===== config.mk =====
export PLATFORM = sky130hd
export DESIGN_NAME = aluTop
export DESIGN_NICKNAME = d
export VERILOG_FILES = /design/src/logic/aluPkg.sv /design/src/logic/axiLitePkg.sv /design/src/logic/aluCore.sv /design/src/logic/aluReadBack.sv /design/src/logic/aluRegFront.sv /design/src/logic/aluTop.sv /design/src/logic/mulAccum.sv
export SDC_FILE = /design/constraint.sdc
export NUM_CORES = 2
export LEC_CHECK = 0
export BUFFER_PORTS_ARGS = -buffer_cell sky130_fd_sc_hd__buf_2
export CORE_MARGIN = 2
export CORE_UTILIZATION = 45
export CTS_CLUSTER_SIZE = 8
export DETAILED_ROUTE_END_ITERATION = 8
export PLACE_DENSITY_LB_ADDON = 0.12
export SLEW_MARGIN = 10
export SYNTH_ARGS = -nofsm -noshare
export SYNTH_HDL_FRONTEND = slang
export SYNTH_SLANG_ARGS = --single-unit

===== constraint.sdc =====
create_clock -name clk -period 11.4 [get_ports clk]
set_clock_uncertainty 0.05 [all_clocks]
set_input_delay 2.28 -clock clk [delete_from_list [all_inputs] [get_ports clk]]
set_output_delay 2.28 -clock clk [all_outputs]
set_load 0.02 [all_outputs]

===== src/logic/aluPkg.sv =====
package aluPkg;

    localparam int dataW = 32;                   // Data word width
    localparam int opW   = 5;                    // Opcode field width

    // Unlisted codes fall to the core's default branch and give zero
    typedef enum logic [opW-1:0] {
        opSll   = 5'd0,
        opSrl   = 5'd1,
        opSra   = 5'd2,
        opAdd   = 5'd3,
        opAddu  = 5'd4,
        opSub   = 5'd5,
        opSubu  = 5'd6,
        opAnd   = 5'd7,
        opOr    = 5'd8,
        opXor   = 5'd9,
        opNor   = 5'd10,
        opSlt   = 5'd11,
        opSltu  = 5'd12,
        opMov   = 5'd13,
        opClo   = 5'd14,
        opClz   = 5'd15,
        opMfhi  = 5'd16,
        opMflo  = 5'd17,
        opMthi  = 5'd18,
        opMtlo  = 5'd19,
        opMul   = 5'd20,
        opMult  = 5'd21,
        opMultu = 5'd22,
        opMadd  = 5'd23,
        opMaddu = 5'd24,
        opMsub  = 5'd25,
        opMsubu = 5'd26
    } aluOpT;

    typedef struct packed {
        aluOpT            op;
        logic [dataW-1:0] opr1;
        logic [dataW-1:0] opr2;
    } aluReqT;

    typedef struct packed {
        logic [dataW-1:0] pp3;                   // High x high
        logic [dataW-1:0] pp2;                   // Low opr1 x high opr2
        logic [dataW-1:0] pp1;                   // High opr1 x low opr2
        logic [dataW-1:0] pp0;                   // Low x low
        logic             neg;                   // Product must be negated
        aluOpT            op;
    } mulPartsT;

    typedef struct packed {
        logic [dataW-1:0] hi;
        logic [dataW-1:0] lo;
    } hiloT;

    function automatic logic isMulOp(aluOpT op);
        return op inside {opMul, opMult, opMultu, opMadd, opMaddu, opMsub, opMsubu};
    endfunction

endpackage


===== src/logic/axiLitePkg.sv =====
package axiLitePkg;

    localparam int axiAddrW = 8;
    localparam int axiDataW = 32;

    localparam logic [1:0] axiRespOkay = 2'b00;

    // Register map
    localparam logic [axiAddrW-1:0] regOpr1   = 8'h00;
    localparam logic [axiAddrW-1:0] regOpr2   = 8'h04;
    localparam logic [axiAddrW-1:0] regOp     = 8'h08;    // Write launches the operation
    localparam logic [axiAddrW-1:0] regResult = 8'h0C;
    localparam logic [axiAddrW-1:0] regStatus = 8'h10;    // Bit 0 is busy
    localparam logic [axiAddrW-1:0] regHi     = 8'h14;
    localparam logic [axiAddrW-1:0] regLo     = 8'h18;

    typedef struct packed {
        logic                  awvalid;
        logic [axiAddrW-1:0]   awaddr;
        logic                  wvalid;
        logic [axiDataW-1:0]   wdata;
        logic [axiDataW/8-1:0] wstrb;
        logic                  bready;
    } axiWrReqT;

    typedef struct packed {
        logic       awready;
        logic       wready;
        logic       bvalid;
        logic [1:0] bresp;
    } axiWrRspT;

    typedef struct packed {
        logic                arvalid;
        logic [axiAddrW-1:0] araddr;
        logic                rready;
    } axiRdReqT;

    typedef struct packed {
        logic                arready;
        logic                rvalid;
        logic [axiDataW-1:0] rdata;
        logic [1:0]          rresp;
    } axiRdRspT;

endpackage


===== src/logic/aluCore.sv =====
`timescale 1ns/10ps

module aluCore
    import aluPkg::*;
(
    input  aluReqT           req,
    input  hiloT             hilo,
    output logic [dataW-1:0] aluRes,
    output logic             resnrdy,
    output mulPartsT         mulParts
);

    logic [dataW-1:0] clzOpr;
    logic             zero16;
    logic             zero8;
    logic             zero4;
    logic [15:0]      part1;
    logic [7:0]       part2;
    logic [3:0]       part3;
    logic [1:0]       low2;
    logic [5:0]       clzCnt;
    logic [dataW-1:0] mOpr1;
    logic [dataW-1:0] mOpr2;
    logic             signedMul;

    // Leading-bit count by halving; CLO counts zeros of the inverted word
    always_comb begin
        clzOpr = (req.op == opClo) ? ~req.opr1 : req.opr1;
        zero16 = (clzOpr[31:16] == 16'b0);
        part1  = zero16 ? clzOpr[15:0] : clzOpr[31:16];
        zero8  = (part1[15:8] == 8'b0);
        part2  = zero8 ? part1[7:0] : part1[15:8];
        zero4  = (part2[7:4] == 4'b0);
        part3  = zero4 ? part2[3:0] : part2[7:4];
        casez (part3)
            4'b1???: low2 = 2'd0;
            4'b01??: low2 = 2'd1;
            4'b001?: low2 = 2'd2;
            default: low2 = 2'd3;
        endcase
        if (clzOpr == '0) begin
            clzCnt = 6'd32;                  // All bits matched
        end else begin
            clzCnt = {1'b0, zero16, zero8, zero4, low2};
        end
    end

    // Magnitudes and product sign for the multiplier
    always_comb begin
        signedMul = req.op inside {opMul, opMult, opMadd, opMsub};
        if (isMulOp(req.op)) begin
            mOpr1 = (signedMul && req.opr1[dataW-1]) ? -req.opr1 : req.opr1;
            mOpr2 = (signedMul && req.opr2[dataW-1]) ? -req.opr2 : req.opr2;
        end else begin
            mOpr1 = '0;
            mOpr2 = '0;
        end
        mulParts.neg = signedMul && (req.opr1[dataW-1] ^ req.opr2[dataW-1]);
        mulParts.op  = req.op;
        mulParts.pp0 = mOpr1[15:0]  * mOpr2[15:0];
        mulParts.pp1 = mOpr1[31:16] * mOpr2[15:0];
        mulParts.pp2 = mOpr1[15:0]  * mOpr2[31:16];
        mulParts.pp3 = mOpr1[31:16] * mOpr2[31:16];
    end

    always_comb begin
        case (req.op)
            opSll:          aluRes = req.opr2 << req.opr1[4:0];
            opSrl:          aluRes = req.opr2 >> req.opr1[4:0];
            opSra:          aluRes = $signed(req.opr2) >>> req.opr1[4:0];
            opAdd, opAddu:  aluRes = req.opr1 + req.opr2;
            opSub, opSubu:  aluRes = req.opr1 - req.opr2;
            opAnd:          aluRes = req.opr1 & req.opr2;
            opOr:           aluRes = req.opr1 | req.opr2;
            opXor:          aluRes = req.opr1 ^ req.opr2;
            opNor:          aluRes = ~(req.opr1 | req.opr2);
            opSlt:          aluRes = dataW'($signed(req.opr1) < $signed(req.opr2));
            opSltu:         aluRes = dataW'(req.opr1 < req.opr2);
            opMov, opMthi,
            opMtlo:         aluRes = req.opr1;
            opMfhi:         aluRes = hilo.hi;
            opMflo:         aluRes = hilo.lo;
            opClo, opClz:   aluRes = dataW'(clzCnt);
            default:        aluRes = '0;
        endcase
        resnrdy = isMulOp(req.op);           // Result register waits for mulAccum
    end

endmodule


===== src/logic/aluReadBack.sv =====
`timescale 1ns/10ps

module aluReadBack
    import aluPkg::*;
    import axiLitePkg::*;
(
    input  logic             clk,
    input  logic             arstN,
    input  axiRdReqT         rdReq,
    input  logic             launch,
    input  logic             resnrdy,
    input  logic [dataW-1:0] aluRes,
    input  logic             mulDone,
    input  logic [dataW-1:0] mulResult,
    input  hiloT             hilo,
    output axiRdRspT         rdRsp,
    output logic             busy
);

    logic [dataW-1:0]    resultQ;
    logic                mulWaitQ;           // Multiply stage in flight
    logic                arreadyQ;
    logic                rvalidQ;
    logic [axiDataW-1:0] rdataQ;
    logic [axiDataW-1:0] rdMux;

    assign busy = launch || mulWaitQ;

    always_ff @(posedge clk or negedge arstN) begin
        if (!arstN) begin
            mulWaitQ <= 1'b0;
            resultQ  <= '0;
        end else begin
            mulWaitQ <= launch && resnrdy;   // Fixed one-cycle multiply stage
            if (launch && !resnrdy) begin
                resultQ <= aluRes;
            end else if (mulDone) begin
                resultQ <= mulResult;
            end
        end
    end

    always_comb begin
        case (rdReq.araddr)
            regResult: rdMux = resultQ;
            regStatus: rdMux = axiDataW'(busy);
            regHi:     rdMux = hilo.hi;
            regLo:     rdMux = hilo.lo;
            default:   rdMux = '0;           // Operands and holes read zero
        endcase
    end

    always_ff @(posedge clk or negedge arstN) begin
        if (!arstN) begin
            arreadyQ <= 1'b0;
            rvalidQ  <= 1'b0;
        end else if (arreadyQ && rdReq.arvalid) begin
            arreadyQ <= 1'b0;
            rvalidQ  <= 1'b1;
        end else begin
            if (rvalidQ && rdReq.rready) rvalidQ <= 1'b0;
            arreadyQ <= !rvalidQ || rdReq.rready;
        end
    end

    always_ff @(posedge clk) begin
        if (arreadyQ && rdReq.arvalid) rdataQ <= rdMux;    // Sampled at acceptance
    end

    assign rdRsp = '{arready: arreadyQ, rvalid: rvalidQ, rdata: rdataQ, rresp: axiRespOkay};

endmodule


===== src/logic/aluRegFront.sv =====
`timescale 1ns/10ps

module aluRegFront
    import aluPkg::*;
    import axiLitePkg::*;
(
    input  logic             clk,
    input  logic             arstN,
    input  axiWrReqT         wrReq,
    input  logic             busy,
    output axiWrRspT         wrRsp,
    output logic             launch,
    output aluReqT           req,
    output logic [1:0]       hiloWr,        // Bit 1 writes HI, bit 0 writes LO
    output logic [dataW-1:0] hiloWrData
);

    logic             readyQ;                // Shared awready and wready
    logic             bvalidQ;
    logic [dataW-1:0] opr1Q;
    logic [dataW-1:0] opr2Q;
    aluOpT            opQ;
    logic             opTarget;
    logic             opStall;
    logic             wrFire;
    aluOpT            wrOp;

    assign opTarget = (wrReq.awaddr == regOp);
    assign opStall  = opTarget && busy;      // Back-pressure on a new launch
    assign wrFire   = readyQ && wrReq.awvalid && wrReq.wvalid;
    assign wrOp     = aluOpT'(wrReq.wdata[opW-1:0]);

    always_ff @(posedge clk or negedge arstN) begin
        if (!arstN) begin
            readyQ  <= 1'b0;
            bvalidQ <= 1'b0;
            launch  <= 1'b0;
            hiloWr  <= 2'b00;
        end else begin
            // One-cycle ready pulse, only with no response outstanding
            readyQ <= !readyQ && !bvalidQ && wrReq.awvalid && wrReq.wvalid
                      && !opStall;
            if (wrFire) begin
                bvalidQ <= 1'b1;
            end else if (wrReq.bready) begin
                bvalidQ <= 1'b0;
            end
            launch    <= wrFire && opTarget;
            hiloWr[1] <= wrFire && opTarget && (wrOp == opMthi);
            hiloWr[0] <= wrFire && opTarget && (wrOp == opMtlo);
        end
    end

    // Operand and opcode storage
    always_ff @(posedge clk) begin
        if (wrFire) begin
            for (int b = 0; b < dataW / 8; b++) begin
                if (wrReq.wstrb[b] && (wrReq.awaddr == regOpr1)) begin
                    opr1Q[8*b +: 8] <= wrReq.wdata[8*b +: 8];
                end
                if (wrReq.wstrb[b] && (wrReq.awaddr == regOpr2)) begin
                    opr2Q[8*b +: 8] <= wrReq.wdata[8*b +: 8];
                end
            end
            if (opTarget) begin
                opQ        <= wrOp;
                hiloWrData <= opr1Q;         // MTHI/MTLO source
            end
        end
    end

    assign wrRsp = '{awready: readyQ, wready: readyQ, bvalid: bvalidQ, bresp: axiRespOkay};
    assign req   = '{op: opQ, opr1: opr1Q, opr2: opr2Q};

endmodule


===== src/logic/aluTop.sv =====
`timescale 1ns/10ps

module aluTop
    import aluPkg::*;
    import axiLitePkg::*;
(
    input  logic     clk,
    input  logic     arstN,
    input  axiWrReqT wrReq,
    input  axiRdReqT rdReq,
    output axiWrRspT wrRsp,
    output axiRdRspT rdRsp
);

    logic             launch;
    logic             busy;
    logic             resnrdy;
    logic             mulDone;
    logic [1:0]       hiloWr;
    logic [dataW-1:0] hiloWrData;
    logic [dataW-1:0] aluRes;
    logic [dataW-1:0] mulResult;
    aluReqT           req;
    mulPartsT         mulParts;
    hiloT             hilo;

    aluRegFront uFront (
        .clk, .arstN, .wrReq, .busy, .wrRsp, .launch, .req, .hiloWr, .hiloWrData
    );

    aluCore uCore (
        .req, .hilo, .aluRes, .resnrdy, .mulParts
    );

    mulAccum uMul (
        .clk, .arstN, .launch, .mulParts, .hiloWr, .hiloWrData, .hilo, .mulDone, .mulResult
    );

    aluReadBack uReadBack (
        .clk, .arstN, .rdReq, .launch, .resnrdy, .aluRes, .mulDone, .mulResult, .hilo,
        .rdRsp, .busy
    );

endmodule


===== src/logic/mulAccum.sv =====
`timescale 1ns/10ps

module mulAccum
    import aluPkg::*;
(
    input  logic             clk,
    input  logic             arstN,
    input  logic             launch,
    input  mulPartsT         mulParts,
    input  logic [1:0]       hiloWr,
    input  logic [dataW-1:0] hiloWrData,
    output hiloT             hilo,
    output logic             mulDone,        // MUL low word ready this cycle
    output logic [dataW-1:0] mulResult
);

    mulPartsT           partsQ;
    logic               stageV;
    logic [2*dataW-1:0] prodSum;
    logic [2*dataW-1:0] product;

    always_ff @(posedge clk) begin
        if (launch && isMulOp(mulParts.op)) begin
            partsQ <= mulParts;
        end
    end

    always_ff @(posedge clk or negedge arstN) begin
        if (!arstN) begin
            stageV <= 1'b0;
        end else begin
            stageV <= launch && isMulOp(mulParts.op);
        end
    end

    // pp3 and pp0 do not overlap, the cross terms sit 16 bits up
    always_comb begin
        prodSum = {partsQ.pp3, partsQ.pp0}
                + {16'b0, partsQ.pp1, 16'b0}
                + {16'b0, partsQ.pp2, 16'b0};
        product   = partsQ.neg ? -prodSum : prodSum;
        mulResult = product[dataW-1:0];
        mulDone   = stageV && (partsQ.op == opMul);
    end

    always_ff @(posedge clk or negedge arstN) begin
        if (!arstN) begin
            hilo <= '0;
        end else if (stageV) begin
            case (partsQ.op)
                opMult, opMultu: hilo <= hiloT'(product);
                opMadd, opMaddu: hilo <= hiloT'(hilo + product);
                opMsub, opMsubu: hilo <= hiloT'(hilo - product);
                default:         ;           // MUL keeps HI/LO
            endcase
        end else begin
            if (hiloWr[1]) hilo.hi <= hiloWrData;
            if (hiloWr[0]) hilo.lo <= hiloWrData;
        end
    end

endmodule

==> results_dict.tcl <==
set metrics [dict create \
    synth_cell_type_count 98 \
    cp.depth 32 \
    crit_family "adder cells" \
    path_class "reg2reg" \
    core_um2 148000 \
    port_buffers 95 \
    path_common_cell "fa_1" \
    ys_seq_area_frac 0.158 \
    start_util 0.454 \
    ctsHoldBuffers 0 \
    clock_path_buffers 3 \
    synth-seq-cells 371 \
    root_buffer "clkbuf_16" \
    finalCriticalPeriod_ps 10360 \
    crit_path_start "uFront.opr1Q[3]" \
    first_pass_iters 9 \
    cp.buffers_inverters 3 \
    wl_per_cell_um 29.1 \
    power_per_cell_area_nw_per_um2 44.2 \
    rsz0062_at_grt "no" \
    relSlewSlack 0.0462 \
    grt_pass1_wl_mm 419 \
    regToRegStartpoint "uFront.opr1Q[3]" \
    cts_num_sinks 371 \
    ys.flop_type "edfxtp_1" \
    place_congestion 1.03 \
    layout-drive-gt1-share 0.0710 \
    synth-async-reset-ratio 0.280 \
    synth_area_um2 67200 \
    final_cells 9920 \
    drc 5 \
    finalCritPeriodShare 0.908 \
    hold_class "reg2reg" \
    p_leak_nw 31.9 \
    postLayoutCellArea_um2 72100 \
    status "finished, violations left" \
    grt_max_degree 111 \
    avgSynthCellArea_um2 8.39 \
    fmax_mhz 96.6 \
    cpPeakStageDelay_ps 780 \
    place_inst 9823 \
    maxCapViolations 0 \
    clkTransAtPathRegs_ps 60 \
    num_rows 141 \
    power.ir.vdd_worst_mv 0.120 \
    gr-total-overflow 0 \
    worstMarginPinSlew_ps 1420 \
    area_growth_pct 7.28 \
    maxSlewViolCount 0 \
    totalWireLength_mm 288 \
    whs_path_depth 1 \
    track_usage 0.376 \
    drtIter0Drc 6890 \
    layout.nets 9433 \
    pin_count 100 \
    cts_tree "yes" \
    h-tree-depth 2 \
    postLayoutCoreUtil 0.487 \
    synthesis.instances 8012 \
    drtAntennaViolNets 0 \
    synth_edf_count 267 \
    final_common_cell "inv_1" \
    grt_antenna_before_repair 20 \
    dieArea_um2 152000 \
    vias_per_cell 6.19 \
    cp_data_arrival_time_ps 10730 \
    ys_warn_count 0 \
    rr_worst_depth 32 \
    min_from "uFront.bvalidQ" \
    critPathLaunchType "flop" \
    final_cell_mix "inv_1 (1087), nand2_1 (1031), fa_1 (812)" \
    cp.required_ps 11780 \
    hpwlAfterDp_mm 231 \
    hold_viol 0 \
    failed_checks "DRC" \
    die_h_um 390 \
    end_kind "flop" \
    routed-via-count 61400 \
    cts_resized 0 \
    yosysTopAreaCellShare 0.242 \
    post-cts-setup-buffer-count 0 \
    numCtsBuffers 57 \
    synth_area_leaders "fa_1 (24%), edfxtp_1 (12%), ha_1 (11%)" \
    yosys.area.top_type "fa_1" \
    grt_pass1_vias 60500 \
    placed_cell_area_um2 70400 \
    setup_tns_ps 0 \
    path_max_fanout 9 \
    clk_latency_ps 710 \
    setup_viol 0 \
    critPathSlowestCell "nor4_1" \
    die_w_um 390 \
]
-- cell usage after synthesis, types with 15 or more instances --
| library cell | count |
|---|---|
| inv_1 | 1087 |
| nand2_1 | 1033 |
| fa_1 | 812 |
| nor2_1 | 775 |
| ha_1 | 610 |
| clkbuf_1 | 402 |
| o21ai_0 | 385 |
| a21oi_1 | 376 |
| xnor2_1 | 268 |
| edfxtp_1 | 267 |
| nor3_1 | 165 |
| nand3_1 | 124 |
| a21o_1 | 123 |
| xor2_1 | 119 |
| dfrtp_1 | 104 |
| mux2i_1 | 104 |
| nand2b_1 | 79 |
| a211oi_1 | 66 |
| o211ai_1 | 64 |
| a31oi_1 | 63 |
| o21bai_1 | 58 |
| o31ai_1 | 52 |
| or3_1 | 50 |
| nand4_1 | 49 |
| a222oi_1 | 47 |
| a221oi_1 | 45 |
| and3_1 | 44 |
| nor4_1 | 44 |
| and2_1 | 43 |
| buf_1 | 43 |
| o21a_1 | 34 |
| o41ai_1 | 27 |
| nor2b_1 | 26 |
| mux2_2 | 24 |
| o22ai_1 | 21 |
| or2_2 | 20 |
| o22a_1 | 18 |
| a211o_1 | 17 |
| a221o_1 | 17 |
| a22oi_1 | 16 |
| a41oi_1 | 16 |
| or4_1 | 15 |
-- area by class of cell --
class	instances	area (um^2)
timing repair buffer	342	2360
clock inverter	13	123
antenna	9	22.5
inverter	1092	4100
fill	14500	75900
sequential	371	10600
tap	1930	2410
multi-input combinational	6088	50900
clock buffer	75	1540
-- state kept, by name (all words and copies together) (netlist names), 2 cells and up --
| register | cells |
|---|---|
| uFront.opr1Q | 32 |
| uReadBack.resultQ | 32 |
| uFront.hiloWr | 2 |
| uFront.opQ | 5 |
| uMul.hilo | 64 |
| uFront.opr2Q | 32 |
| uFront.hiloWrData | 32 |
| uMul.partsQ | 134 |
| uReadBack.rdataQ | 32 |
-- report_power, final --
part	switching (W)	internal (W)	total [W]
Clock	0.000723	0.000934	0.00166
Combinational	0.0000542	0.0000178	0.0000720
Sequential	0.00000448	0.00145	0.00146
-- cells by family (layout without fill, tap and decap cells) --
kind of cell,count (synthesis),after routing,synth area share
XOR/XNOR,387,387,0.0504
AO/OA/AOI/OAI,1602,1602,0.158
multiplexers,142,142,0.0242
adder cells (fa/ha/maj),1422,1422,0.355
buffers and inverters,1556,1522,0.0877
flip-flops,371,371,0.158
AND/OR/NAND/NOR,2531,2531,0.166
other,1,13,0.0000558
-- worst paths after layout --
path | to | slack [ps]
min in group asynchronous | uMul.hilo[40] | 1610
max in group asynchronous | uReadBack.resultQ[2] | 8390
worst min register to register | uFront.readyQ | 410
worst max register to register | uMul.partsQ[133] | 1040
worst min-delay path | uFront.readyQ | 410
worst max-delay path | uMul.partsQ[133] | 1040
-- metal layers --
| layer | global-route usage | up-vias | share of wire |
|---|---|---|---|
| met3 | 0.0747 | 733 | 0.094 |
| li1 | - | 26800 | - |
| met4 | 0.232 | 12 | 0.075 |
| met2 | 0.573 | 3229 | 0.43 |
| met5 | 0 | - | 0.00026 |
| met1 | 0.490 | 30700 | 0.40 |
-- metrics by stage --
step | hold slack [ps] | total power [W] | setup WS [ps]
floorplan | 374 | 0.00151 | 1200
CTS | 420 | 0.00320 | 1300
detailed placement | 413 | 0.00155 | 1360
global placement | 419 | 0.00155 | 1410
global route | 441 | 0.00325 | 616
finish | 413 | 0.00318 | 1040
No activity file was read; power rests on OpenSTA's default activity.
